`src/hdl/lsu_pkg.sv`:
```
package lsu_pkg;

  // --------------------------------------------------
  // widths
  // --------------------------------------------------
  localparam int unsigned XLEN          = 32;
  localparam int unsigned NR_BYTES      = XLEN / 8;
  localparam int unsigned OFFSET_BITS   = $clog2(NR_BYTES);
  localparam int unsigned TRANS_ID_BITS = 3;

  // data word or virtual address
  typedef logic [XLEN-1:0] xlen_t;

  // one enable per byte lane
  typedef logic [NR_BYTES-1:0] be_t;

  // scoreboard slot the result goes back to
  typedef logic [TRANS_ID_BITS-1:0] trans_id_t;

  typedef logic [3:0] cause_t;

  // transfer size, byte/half/word
  typedef logic [1:0] size_t;

  // --------------------------------------------------
  // exception causes (mcause encoding)
  // --------------------------------------------------
  localparam cause_t CAUSE_LD_MISALIGNED   = 4'd4;
  localparam cause_t CAUSE_LD_ACCESS_FAULT = 4'd5;
  localparam cause_t CAUSE_ST_MISALIGNED   = 4'd6;
  localparam cause_t CAUSE_ST_ACCESS_FAULT = 4'd7;

  // --------------------------------------------------
  // operations
  // --------------------------------------------------
  typedef enum logic [2:0] {
    LB,
    LBU,
    LH,
    LHU,
    LW,
    SB,
    SH,
    SW
  } lsu_op_e;

  localparam size_t SIZE_BYTE = 2'b00;
  localparam size_t SIZE_HALF = 2'b01;
  localparam size_t SIZE_WORD = 2'b10;

endpackage

```
`src/hdl/lsu_agu.sv`:
```
`timescale 1ns/1ps

module lsu_agu #(
  parameter int unsigned MEM_WORDS = 256
) (
  input  logic               clk_i,
  input  logic               rst_ni,
  input  logic               lsu_valid_i,
  input  lsu_pkg::lsu_op_e   lsu_op_i,
  input  lsu_pkg::xlen_t     operand_a_i,
  input  lsu_pkg::xlen_t     imm_i,
  input  lsu_pkg::xlen_t     operand_b_i,
  input  lsu_pkg::trans_id_t trans_id_i,
  output logic               valid_o,
  output lsu_pkg::lsu_op_e   op_o,
  output lsu_pkg::xlen_t     vaddr_o,
  output lsu_pkg::be_t       be_o,
  output lsu_pkg::xlen_t     wdata_o,
  output lsu_pkg::trans_id_t trans_id_o,
  output logic               ex_valid_o,
  output lsu_pkg::cause_t    ex_cause_o
);

  // first byte past the scratchpad
  localparam lsu_pkg::xlen_t MEM_BYTES = lsu_pkg::xlen_t'(MEM_WORDS * lsu_pkg::NR_BYTES);

  lsu_pkg::xlen_t  vaddr;
  lsu_pkg::size_t  size;
  lsu_pkg::be_t    be;
  lsu_pkg::cause_t cause;
  logic            is_store;
  logic            misaligned;
  logic            access_fault;

  // --------------------------------------------------
  // address and byte enables
  // --------------------------------------------------
  // two's complement add covers the signed immediate
  assign vaddr    = operand_a_i + imm_i;
  assign is_store = lsu_op_i inside {lsu_pkg::SB, lsu_pkg::SH, lsu_pkg::SW};

  always_comb begin
    case (lsu_op_i)
      lsu_pkg::LB, lsu_pkg::LBU, lsu_pkg::SB: size = lsu_pkg::SIZE_BYTE;
      lsu_pkg::LH, lsu_pkg::LHU, lsu_pkg::SH: size = lsu_pkg::SIZE_HALF;
      default:                                size = lsu_pkg::SIZE_WORD;
    endcase
  end

  always_comb begin
    case (size)
      lsu_pkg::SIZE_BYTE: be = lsu_pkg::be_t'(1) << vaddr[lsu_pkg::OFFSET_BITS-1:0];
      lsu_pkg::SIZE_HALF: be = lsu_pkg::be_t'(3) << vaddr[lsu_pkg::OFFSET_BITS-1:0];
      default:            be = '1;
    endcase
  end

  // --------------------------------------------------
  // exception checks
  // --------------------------------------------------
  assign misaligned = ((size == lsu_pkg::SIZE_HALF) && vaddr[0]) ||
                      ((size == lsu_pkg::SIZE_WORD) && (vaddr[lsu_pkg::OFFSET_BITS-1:0] != '0));

  // replaces the virtual address overflow check
  assign access_fault = (vaddr >= MEM_BYTES);

  // misalignment wins over the range check
  always_comb begin
    cause = '0;
    if (misaligned) begin
      cause = is_store ? lsu_pkg::CAUSE_ST_MISALIGNED : lsu_pkg::CAUSE_LD_MISALIGNED;
    end else if (access_fault) begin
      cause = is_store ? lsu_pkg::CAUSE_ST_ACCESS_FAULT : lsu_pkg::CAUSE_LD_ACCESS_FAULT;
    end
  end

  // --------------------------------------------------
  // first register stage
  // --------------------------------------------------
  always_ff @(posedge clk_i or negedge rst_ni) begin
    if (!rst_ni) begin
      valid_o <= 1'b0;
    end else begin
      valid_o <= lsu_valid_i;
    end
  end

  always_ff @(posedge clk_i) begin
    op_o       <= lsu_op_i;
    vaddr_o    <= vaddr;
    be_o       <= be;
    wdata_o    <= operand_b_i;
    trans_id_o <= trans_id_i;
    ex_valid_o <= lsu_valid_i & (misaligned | access_fault);
    ex_cause_o <= cause;
  end

endmodule

```
`config.mk`:
```
export PLATFORM = sky130hd
export DESIGN_NAME = lsu_agu
export DESIGN_NICKNAME = d
export VERILOG_FILES = /design/src/hdl/lsu_pkg.sv /design/src/hdl/lsu_agu.sv
export SDC_FILE = /design/constraint.sdc
export NUM_CORES = 1
export LEC_CHECK = 0
export BUFFER_PORTS_ARGS = -buffer_cell sky130_fd_sc_hd__buf_2
export CAP_MARGIN = 40
export CORE_MARGIN = 3
export CORE_UTILIZATION = 44
export DETAILED_ROUTE_END_ITERATION = 16
export PLACE_DENSITY_LB_ADDON = 0.05
export SLEW_MARGIN = 15
export SYNTH_ARGS = -nofsm -noshare
export SYNTH_HDL_FRONTEND = slang
export SYNTH_SLANG_ARGS = --single-unit
```
`constraint.sdc`:
```
create_clock -name clk_i -period 0.8 [get_ports clk_i]
set_input_delay 0.04 -clock clk_i [delete_from_list [all_inputs] [get_ports clk_i]]
set_output_delay 0.04 -clock clk_i [all_outputs]
set_load 0.05 [all_outputs]
```
==> run metrics, run 1 <==
area leader, netlist dfxtp_1; clock sinks 79; Post-Syn Area roughly 0.0037 mm^2; Err [ERROR DPL-0033] detailed placement checks failed during check placement.; Initial Utilization 46.3%; syn_area_per_cell 9.81 um^2; synth warn 0; TritonCTS buffer count 9; Chip Width 97.1 um; Post-Synthesis Cells 372; most common cell in the netlist dfxtp_1; Die Span Y around 97 um; H-tree levels 3; status did not finish; Core Rows 32; syn nets 509; CTS Buffer Depth 2; GP Congestion 0.904; Post-CTS Setup Repair Bufs 22; ys async rst share 1.27%; PortBufs 183; Post-synth top flop dfxtp_1; Stop stage clock tree synthesis; HPWL after DPL just under 10000 um; synth cell count leaders dfxtp_1, nand2_1, ha_1; hold_buf cts 42; Synth top area share ~43%; Synth Register Bits 79; EDFF count, synth 0; CTS root buffer clkbuf_8; top post-synthesis cells by area dfxtp_1, ha_1, nand2_1, a21oi_1, xnor2_1; Netlist cell types 62; Ports about 190; post-CTS resize count 338; register area share after synthesis 43.5%
-- kinds of logic after synthesis --
group / share of synthesized area (%)
other cells: 0.103
flops: 43.5
mux: 0.548
compound gates: 20.6
fa+ha+maj: 11.2
simple gates: 15.3
buf+inv: 2.16
xor+xnor: 6.68
-- through the flow --
step,cells,area [um^2],hold slack [ns],TNS [ns],setup WS (ns)
detailed placement,755,5780,-0.183,-40.10,-2.16
floorplan,372,4020,-0.256,-27.62,-1.82
global placement,755,5780,-0.185,-38.86,-2.07
==> inputs of run 2 (changes only) <==
- CORE_UTILIZATION: 44 -> 29
- PLACE_DENSITY_LB_ADDON: 0.05 -> 0.15
==> run 2 against run 1 <==
Compared with the run above:
- the flow now finishes, with violations (setup timing)
- area after synthesis is the same
- synthesized cell count is the same
==> run metrics, run 2 <==
status complete, but fails checks; failing checks setup timing; Netlist cell types 62; EDFF count, synth 0; Hold/Removal Path Class in -> async; DRT Pass-1 Iters 4; H-tree levels 3; Post-Syn Area 0.00365 mm^2; global-route wire length before repair between 20000 and 25000 um; Switch Pwr approximately 5.7 mW; Worst EP arrival 2.75 ns; drt via density around 4.6; synth cell count leaders dfxtp_1, nand2_1, ha_1; Placed Instances around 830; share of cells above drive strength 1 between 60 and 70%; max incr delay on CP 0.45 ns; Non-Filler Instances 913; CP Launch Type input pin; internal power 11.0 mW; top post-synthesis cells by area dfxtp_1, ha_1, nand2_1, a21oi_1, xnor2_1; power share of the clock group 26.0%; setup violators final 116; TritonCTS buffer count 9; max-slew violation count 0; Reg power frac 29.6%; Residual DRC 0; crit end category flop; Synth Register Bits 79; synth warn 0; CP Cell Sequence buf_6 -> ha_4 -> fa_2 -> a211oi_4 -> buf_4 -> o21ai_2 -> a221o_2 -> a21bo_4 -> a221oi_4 -> xnor2_2 -> nor4_2 -> buf_4 -> a31oi_1; syn nets 509; Initial Utilization 30.0%; vias in the first global route 4390; Final min period 2.56 ns; most common cell in the netlist dfxtp_1; post-route ant nets 0; GRT Util Overall 19.8%; ys async rst share 1.27%; combinational power share 44.4%; HPWL after DPL ~10000 um; CP max FO 5; Critical Path RT 0.99 ns; area leader, netlist dfxtp_1; Peak supply drop 0.00127 V; GP Congestion 0.878; area grow syn2layout 122%; Core Rows 40; total of max-cap violations 0; PortBufs 183; final worst slack -1.76 ns; Starting DRT DRC Count 157; CTS tree done; Util after Layout 66.5%; unrepaired setup endpoints after global routing yes; clock sinks slightly below 80; leak pwr 3.64 nW; Chip Width ~120 um; largest net degree at the start of global routing 14; initial antenna violation count 1; Post-synth top flop dfxtp_1; Post-Synthesis Cells 372; Ports 185; Switching Share 34.4%; most frequent cells in the layout buf_4, buf_2, dfxtp_2, buf_8, dlygate4sd3_1; slowest stage cell, crit path a221o_2; core area 0.0122 mm^2; Synth top area share 42.8%; die area 0.0140 mm^2; fin nets 877; post-route clock period utilization 320%; Design Area, Final 0.00809 mm^2; register area share after synthesis 43.5%; CTS root buffer clkbuf_16; placed cell area 0.00596 mm^2; Filler cells 894; power density over the cells 2060 mW/mm^2; mean routed wirelength per cell 16.0 um; syn_area_per_cell 9.81 um^2; Final Hold Viols 0; WS Path Type in -> reg; Remaining Overflow, GRT 0; Via Count 4219; largest registers vaddr_o: 32 flops, wdata_o: 32 flops, be_o: 4 flops; Die Span Y approximately 120 um; drt total wl approximately 15000 um; commonest non-fill, non-tap cell in the layout buf_4; Critical Path Most Common Cell buf_4; clock transition at the registers of the reported paths about 0.06 ns; max frequency 391 MHz; CTS Buffer Depth 2
==> run 2: cell counts after synthesis <==
No cell type changed its count.
==> run 2: cell families after synthesis <==
group | count (synthesis) | share of synthesized area [%]
compound gates | 106 | 20.6
other cells | 1 | 0.103
flops | 79 | 43.5
mux | 2 | 0.548
simple gates | 109 | 15.3
fa+ha+maj | 32 | 11.2
xor+xnor | 27 | 6.68
buf+inv | 16 | 2.16
==> run 2: what timing repair did <==
item                                    4_1_cts  5_1_grt
gates cloned                                  0        0
pin swaps                                    26       28
buffers inserted                             10       15
resized for setup                           316       62
endpoints found under the setup margin      114      115
hold buffers                                 41        0
hold endpoints to repair                     42        0
==> run 2: final cells by class <==
cell class | instances | area (um^2) | share of cell area, %
multi-input combinational | 277 | 2590 | 32.1
inverter | 9 | 33.8 | 0.418
tap | 168 | 210 | 2.60
clock buffer | 10 | 239 | 2.95
clock inverter | 5 | 82.6 | 1.02
antenna | 1 | 2.50 | 0.0309
sequential | 79 | 1680 | 20.8
timing repair buffer | 364 | 3240 | 40.1
==> run 2: power by group through the flow <==
| stage | sequential, mW | clock, mW | combinational (mW) |
|---|---|---|---|
| 2_1_floorplan | 6.47 | 0 | 1.75 |
| 3_3_place_gp | 4.67 | 0 | 5.65 |
| 3_5_place_dp | 4.68 | 0 | 5.68 |
| 4_1_cts | 4.89 | 4.41 | 6.99 |
| 5_1_grt | 4.98 | 4.61 | 7.82 |
| 6_report | 4.94 | 4.34 | 7.41 |
==> run 2: through the flow <==
stage	setup WS [ns]	total power, mW	TNS, ns	hold WS, ns
floorplan	-1.82	8.22	-27.62	-0.256
global placement	-2.10	10.3	-40.67	-0.184
detailed placement	-2.21	10.4	-41.84	-0.182
CTS	-1.75	16.3	-30.80	0.00690
global route	-1.86	17.4	-37.03	0.0101
finish	-1.76	16.7	-33.15	0.0138
==> run 2: final timing paths <==
kind                           startpoint                    end  cells after the start
worst max-delay path             imm_i[0]  ex_cause_o[1]$_DFF_P_                     13
max in group asynchronous          rst_ni      valid_o$_DFF_PN0_                      2
worst min-delay path               rst_ni      valid_o$_DFF_PN0_                      2
min in group clk_i         operand_a_i[0]     be_o[0]$_SDFF_PN1_                      3
==> run 2: critical path, delay by kind of cell <==
kind	cells	cell delay, ns
simple gates	1	0.27
buf+inv	3	0.42
xor+xnor	1	0.12
compound gates	6	1.37
fa+ha+maj	2	0.52
==> run 2: per-layer routing <==
metal  wire, um  track usage [%]  up-vias
met3        776             4.07       16
met2       7490             35.1      142
met5          0                0        -
met4        181             4.69        0
met1       6180             24.5     1968
li1           -                -     2093
(Power assumes the default switching activity.)
==> inputs of run 3 (changes only) <==
- REMOVE_ABC_BUFFERS: not set -> 1
==> run 3 against run 2 <==
Compared with the run above:
- the run still ends with setup timing left
- via count about the same
- die area unchanged
- critical path depth is 1 lower
- utilization shrank 0.79 points
- sequential share of layout area increased by 0.25 points
- setup slack lost 0.0050 ns
- first-iteration DRC count increased by 41%
- critical endpoint unchanged
==> run metrics, run 3 (synthesis gave the netlist of run 2 again) <==
status complete, but fails checks; failing checks setup timing; Starting DRT DRC Count around 220; DRT Pass-1 Iters 4; CP Launch Type input pin; internal power 10.5 mW; drt total wl 14200 um; Final Hold Viols 0; Residual DRC 0; vias in the first global route 4357; TritonCTS buffer count 9; Setup TNS -33.19 ns; clock sinks 79; Util after Layout between 60% and 70%; PortBufs 183; Final Hold Slack 0.0102 ns; Switch Pwr 5.73 mW; power density over the cells 2030 mW/mm^2; GP Congestion 0.845; ANT cells 0; Placed Instances between 800 and 900; GRT Util Overall approximately a fifth; CTS Buffer Depth 2; CTS tree done; Final min period 2.56 ns; largest net degree at the start of global routing 14; Worst EP arrival 2.76 ns; initial antenna violation count 0; max frequency ~390 MHz; area grow syn2layout 119%; combinational power share 45.3%; Overall Power 16.3 mW; total of max-cap violations 0; power share of the clock group 24.3%; Die Span Y 118 um; Via Count about 4200; unrepaired setup endpoints after global routing yes; setup violators final 117; CTS root buffer clkbuf_16; fin nets 874; Ports 185; Reg power frac 30.4%; HPWL after DPL 9740 um; Filler cells 926; H-tree levels 3; post-route ant nets 0; max-slew violation count 0; WS Path Type in -> reg; core area about 0.012 mm^2; commonest non-fill, non-tap cell in the layout buf_4; Remaining Overflow, GRT 0; CP max FO 4; worst setup path startpoint operand_a_i[0]; die area 0.0140 mm^2; Switching Share between 30% and 40%; Setup crit end ex_cause_o[1]$_DFF_P_; leak pwr 3.61 nW; drt via density 4.64; most frequent cells in the layout buf_4, buf_2, dfxtp_2, buf_8, dlygate4sd3_1; Chip Width between 100 and 150 um; Critical Path RT 1.00 ns; share of cells above drive strength 1 67.9%; Core Rows 40; largest registers vaddr_o: 32 flops, wdata_o: 32 flops, be_o: 4 flops; global-route wire length before repair 22100 um; clock transition at the registers of the reported paths 0.06 ns; Peak supply drop 0.000972 V; final worst slack -1.76 ns; Hold/Removal Path Class in -> async; Initial Utilization 30.0%; Non-Filler Instances 910; post-route clock period utilization 320%; crit end category flop; mean routed wirelength per cell between 15 and 20 um
[run 3: worst min path at each step]
stage / cells after the start / to / from
after floorplan: 0 / valid_o$_DFF_PN0_ / rst_ni
after global placement: 1 / valid_o$_DFF_PN0_ / rst_ni
after detailed placement: 1 / valid_o$_DFF_PN0_ / rst_ni
after CTS: 2 / valid_o$_DFF_PN0_ / rst_ni
after global routing: 2 / valid_o$_DFF_PN0_ / rst_ni
final: 2 / valid_o$_DFF_PN0_ / rst_ni
[run 3: final cells by class]
cell class              count  area, um^2  share of cell area [%]
repair buffers            361        3220                    40.3
well taps                 168         210                    2.63
clock buffers              11         233                    2.91
inverters                   9        33.8                   0.423
clock inverters             5        58.8                   0.736
flip-flops and latches     79        1680                    21.1
multi-input cells         277        2550                    31.9
[run 3: per-stage QoR]
| step | instance area (um^2) | setup WS (ns) |
|---|---|---|
| global placement | 5560 | -2.23 |
| finish | 7990 | -1.76 |
| detailed placement | 5560 | -2.31 |
| CTS | 7570 | -1.71 |
| global route | 7990 | -1.91 |
| floorplan | 3610 | -1.98 |
[run 3: metal layers]
metal  GRT usage (%)  part of all wire (%)  up-vias
met5               0                     0        -
met3            3.92                   5.7       17
met1            23.4                    42     1972
met4            4.62                   1.4        0
li1                -                     -     2084
met2            35.2                    51      145
[run 3: power groups by stage]
stage,clock network [mW],registers [mW],logic (mW)
after global placement,0,4.69,5.25
after floorplan,0,6.47,1.45
after CTS,4.00,4.91,6.86
after global routing,4.20,4.97,7.76
after detailed placement,0,4.69,5.26
final,3.96,4.94,7.36
[run 3: timing repair]
action	CTS	global route
pin swaps	35	27
gates resized for setup	360	72
buffers inserted	15	12
hold buffers	41	0
hold endpoints to repair	42	0
endpoints found under the setup margin	116	116
[run 3: worst max-delay path: stages]
cell and delay (ns):
buf_8 0.10, ha_4 0.16, fa_2 0.38, a211oi_4 0.27, o211ai_2 0.13, buf_4 0.16
a21boi_2 0.13, xnor2_1 0.10, or4_1 0.50, or4_4 0.45, nor4_4 0.22, a31oi_1 0.13
