**src/hdl/lsu_pkg.sv**
```systemverilog
package lsu_pkg;

  // --------------------------------------------------
  // widths
  // --------------------------------------------------
  localparam int unsigned XLEN          = 32;
  localparam int unsigned NR_BYTES      = XLEN / 8;
  localparam int unsigned OFFSET_BITS   = $clog2(NR_BYTES);
  localparam int unsigned TRANS_ID_BITS = 3;

  // data word or virtual address
  typedef logic [XLEN-1:0] xlen_t;

  // one enable per byte lane
  typedef logic [NR_BYTES-1:0] be_t;

  // scoreboard slot the result goes back to
  typedef logic [TRANS_ID_BITS-1:0] trans_id_t;

  typedef logic [3:0] cause_t;

  // transfer size, byte/half/word
  typedef logic [1:0] size_t;

  // --------------------------------------------------
  // exception causes (mcause encoding)
  // --------------------------------------------------
  localparam cause_t CAUSE_LD_MISALIGNED   = 4'd4;
  localparam cause_t CAUSE_LD_ACCESS_FAULT = 4'd5;
  localparam cause_t CAUSE_ST_MISALIGNED   = 4'd6;
  localparam cause_t CAUSE_ST_ACCESS_FAULT = 4'd7;

  // --------------------------------------------------
  // operations
  // --------------------------------------------------
  typedef enum logic [2:0] {
    LB,
    LBU,
    LH,
    LHU,
    LW,
    SB,
    SH,
    SW
  } lsu_op_e;

  localparam size_t SIZE_BYTE = 2'b00;
  localparam size_t SIZE_HALF = 2'b01;
  localparam size_t SIZE_WORD = 2'b10;

endpackage

```
**src/hdl/lsu_load_unit.sv**
```systemverilog
`timescale 1ns/1ps

module lsu_load_unit (
  input  logic               clk_i,
  input  logic               rst_ni,
  input  logic               valid_i,
  input  lsu_pkg::lsu_op_e   op_i,
  input  lsu_pkg::xlen_t     vaddr_i,
  input  lsu_pkg::trans_id_t trans_id_i,
  input  logic               ex_valid_i,
  input  lsu_pkg::cause_t    ex_cause_i,
  input  lsu_pkg::xlen_t     mem_rdata_i,
  output logic               mem_re_o,
  output lsu_pkg::xlen_t     mem_raddr_o,
  output logic               ld_valid_o,
  output lsu_pkg::trans_id_t ld_trans_id_o,
  output lsu_pkg::xlen_t     ld_result_o,
  output logic               ld_ex_valid_o,
  output lsu_pkg::cause_t    ld_ex_cause_o,
  output lsu_pkg::xlen_t     ld_ex_tval_o
);

  logic             ld_req;
  logic             ld_fault;
  lsu_pkg::lsu_op_e op_q;
  lsu_pkg::xlen_t   vaddr_q;
  lsu_pkg::cause_t  cause_q;
  lsu_pkg::xlen_t   shifted;

  assign ld_req   = valid_i & (op_i inside {lsu_pkg::LB, lsu_pkg::LBU, lsu_pkg::LH,
                                            lsu_pkg::LHU, lsu_pkg::LW});
  assign ld_fault = ld_req & ex_valid_i;

  // a faulting load never touches the memory
  assign mem_re_o    = ld_req & ~ex_valid_i;
  assign mem_raddr_o = {{lsu_pkg::OFFSET_BITS{1'b0}}, vaddr_i[lsu_pkg::XLEN-1:lsu_pkg::OFFSET_BITS]};

  // --------------------------------------------------
  // request info held across the memory read
  // --------------------------------------------------
  always_ff @(posedge clk_i or negedge rst_ni) begin
    if (!rst_ni) begin
      ld_valid_o    <= 1'b0;
      ld_ex_valid_o <= 1'b0;
    end else begin
      ld_valid_o    <= ld_req;
      ld_ex_valid_o <= ld_fault;
    end
  end

  always_ff @(posedge clk_i) begin
    op_q          <= op_i;
    vaddr_q       <= vaddr_i;
    ld_trans_id_o <= trans_id_i;
    cause_q       <= ld_fault ? ex_cause_i : '0;
  end

  assign ld_ex_cause_o = cause_q;
  assign ld_ex_tval_o  = ld_ex_valid_o ? vaddr_q : '0;

  // --------------------------------------------------
  // realign and extend
  // --------------------------------------------------
  assign shifted = mem_rdata_i >> {vaddr_q[lsu_pkg::OFFSET_BITS-1:0], 3'b000};

  always_comb begin
    ld_result_o = '0;
    if (ld_valid_o && !ld_ex_valid_o) begin
      case (op_q)
        lsu_pkg::LB:  ld_result_o = {{(lsu_pkg::XLEN-8){shifted[7]}}, shifted[7:0]};
        lsu_pkg::LBU: ld_result_o = {{(lsu_pkg::XLEN-8){1'b0}}, shifted[7:0]};
        lsu_pkg::LH:  ld_result_o = {{(lsu_pkg::XLEN-16){shifted[15]}}, shifted[15:0]};
        lsu_pkg::LHU: ld_result_o = {{(lsu_pkg::XLEN-16){1'b0}}, shifted[15:0]};
        default:      ld_result_o = shifted;
      endcase
    end
  end

endmodule

```
**config.mk**
```make
export PLATFORM = sky130hd
export DESIGN_NAME = lsu_load_unit
export DESIGN_NICKNAME = d
export VERILOG_FILES = /design/src/hdl/lsu_pkg.sv /design/src/hdl/lsu_load_unit.sv
export SDC_FILE = /design/constraint.sdc
export NUM_CORES = 1
export LEC_CHECK = 0
export BUFFER_PORTS_ARGS = -buffer_cell sky130_fd_sc_hd__buf_2
export CELL_PAD_IN_SITES_DETAIL_PLACEMENT = 0
export CELL_PAD_IN_SITES_GLOBAL_PLACEMENT = 1
export CORE_UTILIZATION = 23
export DETAILED_ROUTE_END_ITERATION = 7
export PLACE_DENSITY_LB_ADDON = 0.08
export SLEW_MARGIN = 20
export SYNTH_ARGS = -nofsm -noshare
export SYNTH_HDL_FRONTEND = slang
export SYNTH_SLANG_ARGS = --single-unit
```
**constraint.sdc**
```tcl
create_clock -name clk_i -period 1.8 [get_ports clk_i]
set_clock_uncertainty 0.15 [all_clocks]
set_input_delay 0.27 -clock clk_i [delete_from_list [all_inputs] [get_ports clk_i]]
set_output_delay 0.27 -clock clk_i [all_outputs]
set_load 0.03 [all_outputs]
```
Yosys cells after proc, flatten, opt, wreduce, memory -nomap -nowiden --
Cells that the tools add are included.
Storage, ports and cells: bits in registers 44, input port bits 78, word-level logic and storage cells 26
Operators by class: equality and inequality tests 7, shifts and indexed selects 1, multiplexer cells 3, bitwise operators 4, reduce and logical (&&, ||, !) cells 5
Operators with widths (number):
- case mux 32 bit (4 select lines) | 1
- two-way mux 32 bit | 2
- >> shifter 32 x 5 -> 32 bit | 1
- equality test 3 x 2 -> 1 bit, second input constant | 4
- equality test 3 x 1 -> 1 bit, second input constant | 2
- logical NOT 3 bit | 2
- nonzero test 5 bit | 1
- AND 1 bit | 3
- equality test 3 bit, second input constant | 1
- logical AND 1 bit | 1
- logical NOT 1 bit | 1
- inverter 1 bit | 1

Depth between registers and ports, before layout --
Gate-level depths: netlist of run 1.
depth after elaboration 4, gate-level depth with buffers 6, mapped depth without buffers 4

Worst setup path after synthesis of run 1 --
No wires, ideal clock.
path kind flip-flop to output port, start register ld_ex_valid_o, end output port ld_result_o[16], data arrival time 1767 ps, required time 1380 ps, setup slack -387 ps, stages on the path, launching flop included 6, path buffers 1, path through dfrtp_1 nand2b_1 buf_2 nor3_1 o2111ai_2 o21ai_0
On the way: cells in the longest elaborated chain, start to end 3
RTL lines:
- start, declared | RTL line lsu_load_unit.sv:18 | output logic ld_ex_valid_o,
- start signal, assigned | RTL line lsu_load_unit.sv:47 | ld_ex_valid_o <= ld_fault;
- logical NOT 1 bit | RTL line lsu_load_unit.sv:68 | if (ld_valid_o && !ld_ex_valid_o) begin
- logical AND 1 bit | RTL line lsu_load_unit.sv:68
- two-way mux 32 bit | RTL line lsu_load_unit.sv:68
- end, declared | RTL line lsu_load_unit.sv:17 | output lsu_pkg::xlen_t ld_result_o,
No other way between the ends.

Worst setup path in the final report of run 1 --
start register vaddr_q[0], end output port ld_result_o[25]
On the way: cells in the longest elaborated chain, start to end 3
RTL lines:
- start, declared | RTL line lsu_load_unit.sv:26 | lsu_pkg::xlen_t vaddr_q;
- start signal, assigned | RTL line lsu_load_unit.sv:53 | vaddr_q <= vaddr_i;
- >> shifter 32 x 5 -> 32 bit | RTL line lsu_load_unit.sv:64 | assign shifted = mem_rdata_i >> {vaddr_q[lsu_pkg::OFFSET_BITS-1:0], 3'b000};
- case mux 32 bit (4 select lines) | RTL line lsu_load_unit.sv:69 | case (op_q)
- two-way mux 32 bit | RTL line lsu_load_unit.sv:68
No other way between the ends.

==> results of run 1 <==
-- routing by layer --
layer  GRT usage [%]  routed length, µm
met5               0                  0
met4            3.44                 59
met3            3.48                578
met2            27.5               3630
met1            16.0               2820
-- registers in the layout, indices dropped and copies added (netlist names) --
| register | count |
|---|---|
| vaddr_q | 32 |
| op_q | 3 |
| ld_ex_cause_o | 4 |
| ld_trans_id_o | 3 |
| ld_valid_o | 1 |
| ld_ex_valid_o | 1 |
-- placed cells by master (no fill, tap or decap), drive strengths merged, types with 3 or more instances in the layout --
master	count
a211oi	14
a21o	8
a21oi	8
and2	33
and3	11
buf	202
clkbuf	6
dfxtp	42
dlygate4sd3	39
mux2i	17
nor2	3
nor2b	10
o21ai	18
-- repair_timing --
| item | 4_1_cts | 5_1_grt |
|---|---|---|
| hold endpoints to repair | 40 | 0 |
| pin swaps | 4 | 1 |
| resized for setup | 55 | 6 |
| gates cloned | 0 | 0 |
| setup buffers | 2 | 0 |
| hold buffers | 39 | 0 |
| endpoints found under the setup margin | 33 | 64 |
-- critical path, stage by stage, from the launching register on --
cell      delay (ps)
dfxtp_4          380
mux2_4           310
or3_4            350
o2111a_4         200
a21o_4           200
buf_6            130
-- worst min-delay path by stage --
stage | from | endpoint | slack (ps) | cells past startpoint
global placement | rst_ni | ld_valid_o | -90 | 1
finish | ex_cause_i[3] | ld_ex_cause_o[3] | 60 | 2
detailed placement | rst_ni | ld_valid_o | -90 | 1
CTS | ex_cause_i[3] | ld_ex_cause_o[3] | 50 | 2
floorplan | rst_ni | ld_ex_valid_o | -180 | 0
global route | ex_cause_i[0] | ld_ex_cause_o[0] | 80 | 2
-- metrics by stage --
step | instances | power, mW | cell area [µm²] | setup TNS [ps] | hold slack [ps]
6_report | 539 | 2.43 | 3890 | -12190 | 63.2
5_1_grt | 539 | 2.57 | 3890 | -15000 | 76.4
4_1_cts | 539 | 2.47 | 3870 | -12680 | 47.8
3_5_place_dp | 490 | 1.74 | 3210 | -6520 | -85.1
3_3_place_gp | 490 | 1.74 | 3210 | -6010 | -92.6
2_1_floorplan | 227 | 1.52 | 2310 | -4110 | -176
-- final cells by class --
class                           instances  area [µm²]  share of cell area, %
Inverter                                2        7.51                  0.193
Clock inverter                          2        12.5                  0.322
Sequential cell                        44         897                   23.1
Multi-Input combinational cell        136        1150                   29.6
Tap cell                              108         135                   3.47
Clock buffer                            6        72.6                   1.86
Timing Repair Buffer                  241        1610                   41.4
-- power breakdown --
| part | switching [mW] | internal [mW] | total, mW |
|---|---|---|---|
| sequential | 0.0173 | 1.02 | 1.04 |
| clock | 0.327 | 0.272 | 0.599 |
| combinational | 0.451 | 0.341 | 0.792 |
| total | 0.796 | 1.64 | 2.43 |
-- kinds of logic (layout without fill, tap and decap cells) --
logic type,count (synthesis),count (layout)
muxes,19,19
DFF,44,44
buffers and inverters,47,251
and+or+nand+nor,64,64
other,1,2
AOI/OAI and AO/OA,51,51
==> results.md, run 1 <==
- Post-synthesis sequential area ratio: a little over two fifths
- Fmax: 440 MHz
- Die Span X: just under 100 µm
- Final setup viols: 32
- Post-Place Worst Slack: -285 ps
- Post-synth EDFFs: 0
- Adder-cell share of the synthesized area: 0%
- DR WL/cell: roughly 13 µm
- Post-layout util: between 40 and 50%
- Largest net degree at the start of global routing: 34
- Max Cap Viol: 0
- Failing checks: design-rule violations, negative setup slack
- CTS tree: done
- Tmin final: 2270 ps
- Clk sink count: 44
- Synth-to-layout area growth: 81.9%
- Initial DRC count: 63
- Final ANT Viol Nets: 0
- Detailed Place HPWL: 5270 µm
- Post-synthesis xor/xnor area fraction: 0%
- Crit path to: ld_result_o[25]
- Crit Path Category: reg -> out
- Post-Synth Simple-Gate Area: 18.6%
- Bufs on Longest Clock Path: 2
- FP Rows: 34
- Vias/cell: approximately 4.3
- Data required time of the worst path: ~1400 ps
- Total CTS buffers: 5
- Cell leakage power: between 2 and 2.5 nW
- Peak VDD IR: between 0.3 and 0.4 mV
- Share of cells above drive strength 1: 58.5%
- First-pass GRT wire length: ~11000 µm
- Critical path peak fanout: 8
- Hold Crit Class: in -> reg
- Total track usage: ~14%
- # diodes: 0
- RSZ-0062 raised after global routing: true
- Largest family of logic cells by synthesized area: simple AND/OR/NAND/NOR gates
- First-pass DRT Iterations: 8
- H-tree depth: 2
- Worst setup path startpoint: vaddr_q[0]
- Final Hold Violating Endpoints: 0
- Yosys warns: 0
- Die area: between 9000 and 10000 µm²
- Post-synthesis cell type count: 32
- Synthesized area per cell: between 9 and 10 µm²
- DRC: 5
- Largest area contributor in the netlist: dfxtp_1
- Fin crit share: 126%
- Initial antenna violation count: 0
- WP data arrival: around 1900 ps
- Fraction of registers with async set/reset: between 4 and 5%
- Clock-pin slew on the worst setup and hold paths: 90 ps
- Commonest cells post-synth: dfxtp_1, and2_1, buf_4, mux2i_1
- DR vias: between 2000 and 2500
- Post-synth top area share: between 30 and 40%
- Number of synthesized register bits: 44
- Synth Instances: roughly 230
- Pwr dens: about 630 nW/µm²
- Most common cell in the netlist: dfxtp_1
- CP Capture Type: output port
- Core ar.: about 9000 µm²
- Die H: 98.5 µm
- Mapped Area: between 2000 and 2500 µm²
- Ports: approximately 180
- PortBufs: between 150 and 200
- Routed Wire Length: slightly above 7000 µm
- Setup ws final: -471 ps
- Gpl congestion: ~0.73
- Root buffer selected by CTS: clkbuf_8
- Outcome: finished with violations
- Initial core utilization: 24.2%
- Area contributors post-synth: dfxtp_1, buf_4, and2_1
- Vias in the first global route: ~2400
- GRT overflow: 0
- Worst setup SP type: flop
- Total Nets Final: just over 500
- Compound-cell area share of the yosys netlist: between 10% and 20%
- FILL cells: just over 900
- Primary FF master, synth: dfxtp_1
- Final Slew Violations: 0
- Multiplexer share of the synthesized area: under 10%
(Power assumes the default switching activity.)
==> run 2: changes to the inputs <==
==> constraint.sdc (replaced) <==
create_clock -name clk_i -period 1.8 [get_ports clk_i]
set_clock_uncertainty 0.15 [all_clocks]
set_input_delay 0.18 -clock clk_i [delete_from_list [all_inputs] [get_ports clk_i]]
set_output_delay 0.18 -clock clk_i [all_outputs]
set_load 0.03 [all_outputs]
==> results.md, run 2 (synthesis results as in run 1) <==
- Cell leakage power: approximately 2.1 nW
- Vias/cell: about 4.4
- Setup ws final: -390 ps
- Total track usage: 15.4%
- First-pass GRT wire length: around 12000 µm
- Die Span X: slightly below 100 µm
- Routed Wire Length: roughly 7600 µm
- H-tree depth: 2
- Largest register FFs: 32
- Final Hold Violating Endpoints: 0
- DR WL/cell: roughly 14 µm
- Final Slew Violations: 0
- RSZ-0062 raised after global routing: true
- Clock-pin slew on the worst setup and hold paths: approximately 90 ps
- Post-layout util: ~46%
- Outcome: finished with violations
- Initial core utilization: 24.2%
- Pwr dens: between 600 and 700 nW/µm²
- WP data arrival: around 1900 ps
- Total Nets Final: around 520
- Crit Path Category: reg -> out
- GRT overflow: 0
- Total CTS buffers: 5
- DRC: 12
- Area of the multi-input gates: 1140 µm²
- # placed instances: about 490
- Final ANT Viol Nets: 0
- Detailed Place HPWL: 5130 µm
- Die H: approximately 98 µm
- Root buffer selected by CTS: clkbuf_8
- Hold Crit Class: in -> async
- Gpl congestion: about 0.73
- Bufs on Longest Clock Path: 2
- Final setup viols: 33
- Initial DRC count: 61
- CP top delay family: compound AO/OA/AOI/OAI gates
- Largest Register: vaddr_q
- Initial antenna violation count: 0
- Die area: between 9000 and 10000 µm²
- Worst setup SP type: flop
- CP max stage cell: dfxtp_4
- Largest net degree at the start of global routing: 34
- Cell Chain, Critical Path: mux2_4 > or3_4 > o2111a_4 > a21o_4 > buf_6
- Data required time of the worst path: around 1500 ps
- First-pass DRT Iterations: 6
- Peak VDD IR: about 0.38 mV
- Fin crit share: 122%
- Clk sink count: 44
- CP Buf/Inv Count: 1
- Share of cells above drive strength 1: about 60%
- Ports: ~180
- Hold Slack: around 46 ps
- DR vias: 2400
- FILL cells: about 900
- Synth-to-layout area growth: 88.7%
- CP Capture Type: output port
- # diodes: 0
- CTS tree: done
- Failing checks: design-rule violations, negative setup slack
- PortBufs: roughly 180
- Pwr Total: about 2.7 mW
- Max Cap Viol: 0
- Commonest cells after routing, fill and taps aside: buf_2, dlygate4sd3_1, dfxtp_1, buf_4, and2_1
- FP Rows: 34
- Commonest non-fill, non-tap cell in the layout: buf_2
- Reg area: ~900 µm²
- Largest stage delay on the critical path: approximately 380 ps
- Fin cells: roughly 550
- Vias in the first global route: around 2400
- Fmax: approximately 460 MHz
- Critical path peak fanout: 8
- Tmin final: about 2200 ps
- Core ar.: around 8800 µm²
run 2: changes by cell type in the layout (fill, tap and decap cells not counted), sizes merged:
cell,before,now
buf,202,207
dlygate4sd3,39,44
bufinv,0,1
clkinvlp,1,0
run 2: per-layer routing:
metal | GRT usage (%) | vias to the layer above | wire [µm]
met4 | 4.82 | 0 | 101
met2 | 29.1 | 117 | 3920
met1 | 16.5 | 1097 | 2870
met3 | 4.40 | 9 | 705
li1 | - | 1177 | -
met5 | 0 | - | 0
run 2: final cells by class:
| type | instances | area share [%] |
|---|---|---|
| repair buffers | 251 | 43.0 |
| flip-flops and latches | 44 | 22.2 |
| inverters | 2 | 0.186 |
| multi-input cells | 136 | 28.3 |
| well taps | 108 | 3.35 |
| clock inverters | 2 | 0.961 |
| clock buffers | 6 | 2.05 |
run 2: report_power, final:
part,internal (mW),total [mW],switching (mW),leakage (nW)
Clock,0.454,0.786,0.332,0.0614
Sequential,1.02,1.04,0.0155,0.377
Combinational,0.367,0.829,0.462,1.65
Total,1.84,2.65,0.810,2.09
run 2: worst paths after layout:
check                      slack, ps  depth (start not counted)  startpoint         endpoint
setup / recovery                -390                          5  vaddr_q[0]  ld_result_o[30]
hold / removal                    50                          2      rst_ni       ld_valid_o
max in group asynchronous       1340                          2      rst_ni    ld_ex_valid_o
min in group clk_i                80                          2     valid_i       ld_valid_o
run 2: timing repair:
item / CTS / global route
setup buffers: 1 / 1
hold buffers: 44 / 0
hold endpoints to repair: 45 / 0
gates resized for setup: 45 / 19
pin swaps: 5 / 8
endpoints found under the setup margin: 33 / 32
gates cloned: 2 / 0
run 2: through the flow:
step,cell area (µm²),setup slack [ps],setup TNS (ps)
floorplan,2250,-203,-4140
global placement,3190,-157,-2370
detailed placement,3190,-191,-2670
CTS,3960,-400,-9620
global route,4040,-445,-11830
finish,4040,-390,-9360
