<file path="config.mk">
export PLATFORM = sky130hd
export DESIGN_NAME = lsu_store_unit
export DESIGN_NICKNAME = d
export VERILOG_FILES = /design/src/hdl/lsu_pkg.sv /design/src/hdl/lsu_store_unit.sv
export SDC_FILE = /design/constraint.sdc
export NUM_CORES = 1
export LEC_CHECK = 0
export BUFFER_PORTS_ARGS = -buffer_cell sky130_fd_sc_hd__buf_2
export CAP_MARGIN = 30
export CORE_MARGIN = 2
export CORE_UTILIZATION = 36
export CTS_CLUSTER_SIZE = 16
export DETAILED_ROUTE_END_ITERATION = 10
export GPL_TIMING_DRIVEN = 0
export PLACE_DENSITY = 0.89
export SYNTH_ARGS = -nofsm -noshare
export SYNTH_HDL_FRONTEND = slang
export SYNTH_SLANG_ARGS = --single-unit
</file>
<file path="constraint.sdc">
create_clock -name clk_i -period 0.8 [get_ports clk_i]
set_input_delay 0.04 -clock clk_i [delete_from_list [all_inputs] [get_ports clk_i]]
set_output_delay 0.04 -clock clk_i [all_outputs]
set_load 0.01 [all_outputs]
</file>
<file path="src/hdl/lsu_pkg.sv">
package lsu_pkg;

  // --------------------------------------------------
  // widths
  // --------------------------------------------------
  localparam int unsigned XLEN          = 32;
  localparam int unsigned NR_BYTES      = XLEN / 8;
  localparam int unsigned OFFSET_BITS   = $clog2(NR_BYTES);
  localparam int unsigned TRANS_ID_BITS = 3;

  // data word or virtual address
  typedef logic [XLEN-1:0] xlen_t;

  // one enable per byte lane
  typedef logic [NR_BYTES-1:0] be_t;

  // scoreboard slot the result goes back to
  typedef logic [TRANS_ID_BITS-1:0] trans_id_t;

  typedef logic [3:0] cause_t;

  // transfer size, byte/half/word
  typedef logic [1:0] size_t;

  // --------------------------------------------------
  // exception causes (mcause encoding)
  // --------------------------------------------------
  localparam cause_t CAUSE_LD_MISALIGNED   = 4'd4;
  localparam cause_t CAUSE_LD_ACCESS_FAULT = 4'd5;
  localparam cause_t CAUSE_ST_MISALIGNED   = 4'd6;
  localparam cause_t CAUSE_ST_ACCESS_FAULT = 4'd7;

  // --------------------------------------------------
  // operations
  // --------------------------------------------------
  typedef enum logic [2:0] {
    LB,
    LBU,
    LH,
    LHU,
    LW,
    SB,
    SH,
    SW
  } lsu_op_e;

  localparam size_t SIZE_BYTE = 2'b00;
  localparam size_t SIZE_HALF = 2'b01;
  localparam size_t SIZE_WORD = 2'b10;

endpackage

</file>
<file path="src/hdl/lsu_store_unit.sv">
`timescale 1ns/1ps

module lsu_store_unit (
  input  logic               clk_i,
  input  logic               rst_ni,
  input  logic               valid_i,
  input  lsu_pkg::lsu_op_e   op_i,
  input  lsu_pkg::xlen_t     vaddr_i,
  input  lsu_pkg::be_t       be_i,
  input  lsu_pkg::xlen_t     wdata_i,
  input  lsu_pkg::trans_id_t trans_id_i,
  input  logic               ex_valid_i,
  input  lsu_pkg::cause_t    ex_cause_i,
  output logic               mem_we_o,
  output lsu_pkg::xlen_t     mem_addr_o,
  output lsu_pkg::be_t       mem_be_o,
  output lsu_pkg::xlen_t     mem_wdata_o,
  output logic               st_valid_o,
  output lsu_pkg::trans_id_t st_trans_id_o,
  output logic               st_ex_valid_o,
  output lsu_pkg::cause_t    st_ex_cause_o,
  output lsu_pkg::xlen_t     st_ex_tval_o
);

  logic st_req;
  logic st_fault;

  assign st_req   = valid_i & (op_i inside {lsu_pkg::SB, lsu_pkg::SH, lsu_pkg::SW});
  assign st_fault = st_req & ex_valid_i;

  // --------------------------------------------------
  // memory write
  // --------------------------------------------------
  // move the data up to the lane picked by the byte offset
  assign mem_wdata_o = wdata_i << {vaddr_i[lsu_pkg::OFFSET_BITS-1:0], 3'b000};
  assign mem_addr_o  = {{lsu_pkg::OFFSET_BITS{1'b0}}, vaddr_i[lsu_pkg::XLEN-1:lsu_pkg::OFFSET_BITS]};
  assign mem_be_o    = be_i;
  assign mem_we_o    = st_req & ~ex_valid_i;

  // --------------------------------------------------
  // writeback
  // --------------------------------------------------
  always_ff @(posedge clk_i or negedge rst_ni) begin
    if (!rst_ni) begin
      st_valid_o    <= 1'b0;
      st_ex_valid_o <= 1'b0;
    end else begin
      st_valid_o    <= st_req;
      st_ex_valid_o <= st_fault;
    end
  end

  // cause and tval read as zero without a fault
  always_ff @(posedge clk_i) begin
    st_trans_id_o <= trans_id_i;
    st_ex_cause_o <= st_fault ? ex_cause_i : '0;
    st_ex_tval_o  <= st_fault ? vaddr_i : '0;
  end

endmodule

</file>
# --- Yosys cells after proc, flatten, opt, wreduce, memory -nomap -nowiden ---
# Cells that the tools add are included.
word_totals:
  in_bits: 82
  register_bits: 41
  out_inout_bits: 110
op_classes:
  n_reduce_logical: 1
  n_shift: 1
  n_eq_ne: 3
  n_bitwise: 4
ops:
  columns: ["operator", "n"]
  rows:
  - ["<< shifter 32 x 5 -> 32 bit", 1]
  - ["== test 3 bit (second input constant)", 3]
  - ["AND 1 bit", 3]
  - ["nonzero test 3 bit", 1]
  - ["NOT 1 bit", 1]

# --- Depth between registers and ports, before layout ---
# Gate-level depths: netlist (run 1).
logic_depth:
  ltp_word: 4
  mapped_depth: 4
  mapped_depth_nobuf: 2

# --- Least setup slack after synthesis (run 1) ---
# Ideal clock, no wire load.
synth_path:
  path_type: "input to register"
  from: "input port op_i[0]"
  to: "register st_ex_tval_o[17]"
  required_time_ns: 0.685
  n_path_buf: 1
  t_arrival_ns: 0.625
  cell_stages: 3
  path_slack_ns: 0.060
  path_cell_list: "o2111a_2 -> buf_6 -> and2_1"
synth_via:
  elab_chain_len: 4
  word_cells_on_any_way: 6
synth_rtl:
  columns: ["element", "line_no", "rtl"]
  rows:
  - ["start: declaration", "lsu_store_unit.sv:7", "input lsu_pkg::lsu_op_e op_i,"]
  - ["== test 3 bit", "lsu_store_unit.sv:28", "assign st_req = valid_i & (op_i inside {lsu_pkg::SB, lsu_pkg::SH, lsu_pkg::SW});"]
  - ["nonzero test 3 bit *", "lsu_store_unit.sv:28", null]
  - ["AND 1 bit *", "lsu_store_unit.sv:28", null]
  - ["AND 1 bit *", "lsu_store_unit.sv:29", "assign st_fault = st_req & ex_valid_i;"]
  - ["end signal: assignment", "lsu_store_unit.sv:57", "st_ex_tval_o <= st_fault ? vaddr_i : '0;"]
  - ["end: declaration", "lsu_store_unit.sv:22", "output lsu_pkg::xlen_t st_ex_tval_o"]
# Mark *: on every way between the ends. The rest lies on a longest branch, timed or not.
# A chain may end at the register's enable or synchronous reset.

# --- Final worst setup path (run 1) ---
layout_path:
  from: "register st_ex_valid_o"
  to: "output port st_ex_valid_o"
layout_rtl:
  columns: ["element", "line_no", "rtl"]
  rows:
  - ["start: declaration", "lsu_store_unit.sv:20", "output logic st_ex_valid_o,"]
  - ["start signal: assignment", "lsu_store_unit.sv:49", "st_ex_valid_o <= st_fault;"]
# No word-level cell between the ends.

==> results of run 1 <==
[synthesized netlist by cell type]
cell / instances / area share, %
sky130_fd_sc_hd__mux2i_1: 32 / 16
sky130_fd_sc_hd__buf_12: 1 / 1.0
sky130_fd_sc_hd__nor2b_1: 2 / 0.63
sky130_fd_sc_hd__buf_2: 2 / 0.50
sky130_fd_sc_hd__o211a_1: 1 / 0.50
sky130_fd_sc_hd__dfrtp_1: 2 / 2.5
sky130_fd_sc_hd__nor2_1: 9 / 1.7
sky130_fd_sc_hd__dfxtp_1: 39 / 39
sky130_fd_sc_hd__and2_1: 26 / 8.2
sky130_fd_sc_hd__o2111a_2: 1 / 0.63
sky130_fd_sc_hd__o2bb2ai_1: 8 / 3.5
sky130_fd_sc_hd__and2_4: 18 / 7.9
sky130_fd_sc_hd__buf_6: 5 / 2.8
sky130_fd_sc_hd__buf_4: 38 / 14
sky130_fd_sc_hd__conb_1: 1 / 0.19
[layout make-up]
type	count	share of cell area, %
buffer	46	11.0
clock buffer	6	1.98
clock inverter	2	0.954
multi-input combinational	99	22.9
sequential	41	22.8
tap	72	2.45
timing repair buffer	226	38.0
[how the worst min path moves through the flow]
stage | start | end
floorplan | rst_ni | st_ex_valid_o
global placement | rst_ni | st_valid_o
detailed placement | rst_ni | st_valid_o
CTS | vaddr_i[16] | st_ex_tval_o[16]
global route | vaddr_i[16] | st_ex_tval_o[16]
finish | vaddr_i[16] | st_ex_tval_o[16]
[what timing repair did]
action	in CTS	in global routing
hold endpoints to repair	38	0
cloned	1	1
endpoints found under the setup margin	25	30
gates resized for setup	7	22
hold buffers	37	0
buffers inserted	2	2
pin swaps	0	4
[flip-flops by register name, summed over array words and instances (netlist names)]
register / flops
st_ex_tval_o: 32
st_ex_cause_o: 4
st_trans_id_o: 3
st_ex_valid_o: 1
st_valid_o: 1
[per-layer routing]
metal | vias to the layer above | part of all wire [%]
li1 | 1033 | -
met1 | 984 | 36
met2 | 132 | 55
met3 | 7 | 8.2
met4 | 0 | 0.88
met5 | - | 0
[logic make-up (layout without fill, tap and decap cells)]
group / count (synthesis) / after routing / share of synthesized area [%]
flip-flops: 41 / 41 / 41.8
multiplexers: 32 / 32 / 16.1
AO/OA/AOI/OAI: 10 / 10 / 4.66
buffers and inverters: 46 / 280 / 18.7
other: 1 / 2 / 0.189
AND/OR/NAND/NOR: 55 / 55 / 18.5
[power by group]
part	internal, mW	total (mW)	switching, mW
Combinational	0.799	1.40	0.597
Clock	0.926	1.58	0.655
Sequential	2.10	2.11	0.0139
[stage by stage]
stage	util (%)	TNS, ns	std cells
after floorplan	-	0	186
after global placement	55.4	-5.90	441
after detailed placement	55.4	-6.18	441
after CTS	65.4	-0.0713	489
after global routing	67.9	-0.621	492
final	67.9	-0.0444	492
==> out/qor.json, run 1 <==
{
  "worst_hold_path": {
    "hold_depth": 2,
    "hold_path_class": "in -> reg"
  },
  "final_layout": {
    "multi_input_comb_area_um2": 840,
    "antenna-diode-count": 0,
    "final_cell_mix": "sky130_fd_sc_hd__buf_2 (180), sky130_fd_sc_hd__buf_4 (38), sky130_fd_sc_hd__dlygate4sd3_1 (37)",
    "area_delta_synth_final_pct": 84.9,
    "layout.area.seq_um2": 836,
    "layout.cells.most_common": "sky130_fd_sc_hd__buf_2",
    "final_cell_area_um2": 3670,
    "finalNetCount": 501,
    "drive_gt1_share_pct": 65.0,
    "nFillCells": 373
  },
  "worst_setup_path": {
    "critPathTopFamily": "flip-flops",
    "start_kind": "flop",
    "crit_path_end_kind": "output port",
    "timing.critical_path.slowest_stage_cell": "sky130_fd_sc_hd__dfrtp_1",
    "critical_path.startpoint": "st_ex_valid_o",
    "crit_path_max_fanout": 1,
    "crit_buf_inv": 1,
    "cp.depth": 1,
    "arrival_time_of_the_worst_setup_path_ns": 0.79,
    "cp_class": "reg -> out",
    "critical_path_required_ns": 0.76,
    "timing.critical_path.cells": "buf_2",
    "setup.worst_path.end": "st_ex_valid_o",
    "critPathMaxStageDelay_ns": 0.38
  },
  "floorplan": {
    "die_width_um": 78.3,
    "coreArea_um2": 5410,
    "rows": 27,
    "die-area_um2": 6130,
    "ioPinCount": 192,
    "floorplan.initialDensity_pct": 36.7,
    "die-height_um": 78.3
  },
  "route": {
    "routed-via-count": 2156,
    "detail_route.first_pass.iterations": 4,
    "drt-vias-per-instance": 4.38,
    "number_of_routed_nets_with_antenna_violations": 0,
    "wl_um": 6780,
    "drtIter0Drc": 27,
    "route.detailed.wl_per_inst_um": 13.8,
    "drc_errors": 0
  },
  "grt": {
    "vias_in_the_first_global_route": 2103,
    "grt_pass1_wl_um": 9940,
    "grt_use_met3_pct": 4.71,
    "antenna_found_initial": 0,
    "grt_overflow_total": 0,
    "maximum_number_of_pins_on_one_net_before_global_route_repair": 14,
    "met2_usage_pct": 41.3,
    "grt.met1_usage_pct": 20.7,
    "gr-max-usage-layer": "met2",
    "grt.total_usage_pct": 20.4
  },
  "sta": {
    "timing_max_transition_violations_final": 0,
    "unrepaired_setup_endpoints_after_global_routing": "true",
    "post-route-period-util_pct": 104,
    "finalHoldWorstSlack_ns": 0.0222,
    "timing.final.setup_violations": 3,
    "postLayoutSetupSlackWorst_ns": -0.0324,
    "hold_viol": 0,
    "fin_crit_ns": 0.832,
    "fmax_mhz": 1200
  },
  "cts": {
    "tritoncts": "done",
    "worst_setup_hold_path_clk_slew_ns": 0.08,
    "ctsRootBufferMaster": "sky130_fd_sc_hd__clkbuf_8",
    "cts_max_level": 2,
    "cts_buffer_depth": 2,
    "cts_sinks": 41,
    "numCtsBuffers": 5
  },
  "synthesis": {
    "ys_ff_latch": 41,
    "synth_warnings": 0,
    "synth.yosys.seq_area_share_pct": 41.8,
    "post_synth_num_cell_types": 15,
    "post_synth.cell_area_avg_um2": 10.7,
    "netlist_area_um2": 1990,
    "synthesis.instances": 185
  },
  "placed_design": {
    "place.detailed.hpwl_um": 4690,
    "portBuffers": 183,
    "gp_congestion": 0.740,
    "placed_area_um2": 3000,
    "detailedPlace.worstSlack_ns": -0.188
  },
  "run_status": {
    "violated_checks": "negative setup slack",
    "status": "complete, but fails checks"
  },
  "power": {
    "ir_worst_vdd_v": 0.000928,
    "power.density_cell_area_nw_per_um2": 1390,
    "finalPower_mw": 5.09,
    "leakage_nw": 2.05
  },
  "job": {
    "drv.max_cap_violation_count": 0
  }
}
Power figures use the tool's default switching activity.
==> run 2, diff against run 1 <==
--- a/config.mk
+++ b/config.mk
@@ -8,11 +8,12 @@
 export BUFFER_PORTS_ARGS = -buffer_cell sky130_fd_sc_hd__buf_2
 export CAP_MARGIN = 30
 export CORE_MARGIN = 2
-export CORE_UTILIZATION = 36
+export CORE_UTILIZATION = 37
+export CTS_BUF_LIST = sky130_fd_sc_hd__clkbuf_8
 export CTS_CLUSTER_SIZE = 16
 export DETAILED_ROUTE_END_ITERATION = 10
 export GPL_TIMING_DRIVEN = 0
-export PLACE_DENSITY = 0.89
+export PLACE_DENSITY = 0.91
 export SYNTH_ARGS = -nofsm -noshare
 export SYNTH_HDL_FRONTEND = slang
 export SYNTH_SLANG_ARGS = --single-unit
==> run 2 against run 1 <==
Combinational power hardly changed. Critical endpoint is now st_valid_o. Sequential share of layout area is 0.23 points higher. Final cell count fell by 1.0%. Largest cell class unchanged. Fmax decreased by 3.6%. Via count rose by 0.70%. Critical path depth unchanged. Hold slack got worse by 0.023 ns. Highest routed layer unchanged. The run ends with negative hold slack, negative setup slack left.
==> out/qor.json, run 2 (synthesis results as in run 1) <==
{
  "run_status": {
    "status": "complete, but fails checks",
    "violated_checks": "negative hold slack, negative setup slack"
  },
  "final_layout": {
    "finish.cell_count_without_fillers": {"value": 487, "change": "-1.0%"},
    "drive_gt1_share": {"value": 65.9, "unit": "%", "change": "+0.87 points"},
    "area_delta_synth_final_pct": 84.2,
    "final_cell_mix": "sky130_fd_sc_hd__buf_2 (176), sky130_fd_sc_hd__buf_4 (41), sky130_fd_sc_hd__dlygate4sd3_1 (34)",
    "finalNetCount": {"value": 497, "change": "-0.80%"},
    "largest_register_ffs": {"value": 32, "change": "unchanged"},
    "finish.utilization": {"value": 71.2, "unit": "%", "change": "+3.2 points"},
    "registers.top_by_ff_count": "st_ex_tval_o",
    "multi_input_comb_area": {"value": 822, "unit": "µm²", "change": "-2.1%"},
    "layout_top_registers": "st_ex_tval_o (32), st_ex_cause_o (4), st_trans_id_o (3)",
    "layout.cells.most_common": "sky130_fd_sc_hd__buf_2",
    "nFillCells": {"value": 369, "change": "-1.1%"},
    "layout.area.seq": {"value": 841, "unit": "µm²", "change": "+0.60%"}
  },
  "grt": {
    "antenna_found_initial": {"value": 1, "change": "+1"},
    "vias_in_the_first_global_route": {"value": 2174, "change": "+3.4%"},
    "grt_pass1_wl": {"value": 10600, "unit": "µm", "change": "+6.9%"},
    "grt.total_usage": {"value": 22.6, "unit": "%", "change": "+2.3 points"},
    "maximum_number_of_pins_on_one_net_before_global_route_repair": {"value": 13, "change": "-1"},
    "grt_overflow_total": {"value": 0, "change": "unchanged"}
  },
  "placed_design": {
    "place.detailed.hpwl": {"value": 4760, "unit": "µm", "change": "+1.6%"},
    "gp_congestion": {"value": 0.772, "change": "+4.3%"},
    "portBuffers": {"value": 183, "change": "unchanged"},
    "placedCellCount": {"value": 439, "change": "-0.45%"}
  },
  "worst_setup_path": {
    "crit_buf_inv": {"value": 1, "change": "unchanged"},
    "critical_path_required": {"value": 0.76, "unit": "ns", "change": "about the same"},
    "crit_path_end_kind": "output port",
    "cp_class": "reg -> out",
    "start_kind": "flop",
    "critPathMaxStageDelay": {"value": 0.40, "unit": "ns", "change": "+0.02 ns"},
    "crit_path_max_fanout": {"value": 1, "change": "unchanged"},
    "timing.critical_path.cells": "buf_6",
    "critPathTopFamily": "flip-flops",
    "timing.critical_path.slowest_stage_cell": "sky130_fd_sc_hd__dfrtp_1",
    "arrival_time_of_the_worst_setup_path": {"value": 0.82, "unit": "ns", "change": "+0.03 ns"}
  },
  "worst_hold_path": {
    "hold_path_class": "in -> reg"
  },
  "floorplan": {
    "die-area": {"value": 5970, "unit": "µm²", "change": "-2.6%"},
    "die-height": {"value": 77.3, "unit": "µm", "change": "-1.3%"},
    "floorplan.initialDensity": {"value": 38.6, "unit": "%", "change": "+1.9 points"},
    "die_width": {"value": 77.3, "unit": "µm", "change": "-1.3%"},
    "ioPinCount": {"value": 192, "change": "unchanged"},
    "rows": {"value": 26, "change": "-3.7%"},
    "coreArea": {"value": 5140, "unit": "µm²", "change": "-4.9%"}
  },
  "route": {
    "drc_errors": {"value": 0, "change": "unchanged"},
    "wl": {"value": 7550, "unit": "µm", "change": "+11%"},
    "route.top_layer_used": "met4",
    "drt-vias-per-instance": {"value": 4.46, "change": "+1.7%"},
    "drtIter0Drc": {"value": 65, "change": "+140%"},
    "detail_route.first_pass.iterations": {"value": 4, "change": "unchanged"},
    "route.met3.wl": {"value": 609, "unit": "µm", "change": "+9.3%"},
    "met1_length": {"value": 2680, "unit": "µm", "change": "+11%"},
    "route.detailed.wl_per_inst": {"value": 15.5, "unit": "µm", "change": "+12%"},
    "dr_wl_met2": {"value": 4040, "unit": "µm", "change": "+7.9%"},
    "number_of_routed_nets_with_antenna_violations": {"value": 0, "change": "unchanged"},
    "routed-via-count": {"value": 2171, "change": "+0.70%"}
  },
  "cts": {
    "numCtsBuffers": {"value": 5, "change": "unchanged"},
    "cts_max_level": {"value": 2, "change": "unchanged"},
    "worst_setup_hold_path_clk_slew": {"value": 0.08, "unit": "ns", "change": "about the same"},
    "cts_buffer_depth": {"value": 2, "change": "unchanged"},
    "tritoncts": "done",
    "ctsRootBufferMaster": "sky130_fd_sc_hd__clkbuf_8",
    "cts_sinks": {"value": 41, "change": "unchanged"}
  },
  "job": {
    "drv.max_cap_violation_count": {"value": 0, "change": "unchanged"}
  },
  "sta": {
    "hold_viol": {"value": 1, "change": "+1"},
    "fmax": {"value": 1160, "unit": "MHz", "change": "-3.6%"},
    "post-route-period-util": {"value": 108, "unit": "%", "change": "+3.9 points"},
    "fin_crit": {"value": 0.863, "unit": "ns", "change": "+0.0310 ns"},
    "timing_max_transition_violations_final": {"value": 0, "change": "unchanged"},
    "postLayoutSetupSlackWorst": {"value": -0.0634, "unit": "ns", "change": "-0.0310 ns"},
    "timing.final.setup_violations": {"value": 3, "change": "unchanged"},
    "finalHoldWorstSlack": {"value": -0.000806, "unit": "ns", "change": "-0.0230 ns"},
    "unrepaired_setup_endpoints_after_global_routing": "true"
  },
  "power": {
    "power.density_cell_area": {"value": 1370, "unit": "nW/µm²", "change": "-1.1%"},
    "ir_worst_vdd": {"value": 0.000832, "unit": "V", "change": "-10%"},
    "leakage": {"value": 2.04, "unit": "nW", "change": "about the same"},
    "finalPower": {"value": 5.01, "unit": "mW", "change": "-1.5%"}
  }
}
## run 2: per-layer routing
layer	GRT usage (%)	up-vias
met5	0	-
met4	8.93	0
met3	6.00	18
met2	43.7	134
met1	22.7	995
li1	-	1024
## run 2: area by class of cell
cell class	count	area share, %
Clock buffer	7	2.63
Antenna cell	1	0.0684
Sequential cell	41	23.0
Multi-Input combinational cell	99	22.5
Tap cell	70	2.39
Clock inverter	1	0.137
Timing Repair Buffer	222	37.9
Buffer	46	11.4
## run 2: final timing paths
kind                             from         endpoint  slack, ns  depth (start not counted)
max in group asynchronous      rst_ni    st_ex_valid_o       0.62                          2
min in group asynchronous      rst_ni       st_valid_o       0.07                          2
hold / removal             vaddr_i[5]  st_ex_tval_o[5]    -0.0008                          2
setup / recovery           st_valid_o       st_valid_o      -0.06                          1
## run 2: stage by stage
step | TNS (ns) | hold WS [ns] | cell area [µm²] | worst slack, ns
after floorplan | 0 | -0.256 | 1990 | 0.0599
after global placement | -4.40 | -0.166 | 2990 | -0.113
after detailed placement | -5.00 | -0.160 | 2990 | -0.143
after CTS | -0.0428 | 0.00183 | 3490 | -0.0219
after global routing | -0.178 | 0.00547 | 3660 | -0.0795
final | -0.0840 | -0.000806 | 3660 | -0.0634
## run 2: repair_timing
action	CTS	global route
setup buffers	0	2
hold endpoints to repair	34	1
hold buffers	33	1
pin swaps	0	2
gates resized for setup	12	23
gates cloned	1	2
endpoints found under the setup margin	25	36
## run 2: power breakdown
part	internal, mW	switching (mW)	total [mW]
Clock	0.780	0.714	1.49
Combinational	0.799	0.601	1.40
Sequential	2.10	0.0178	2.11
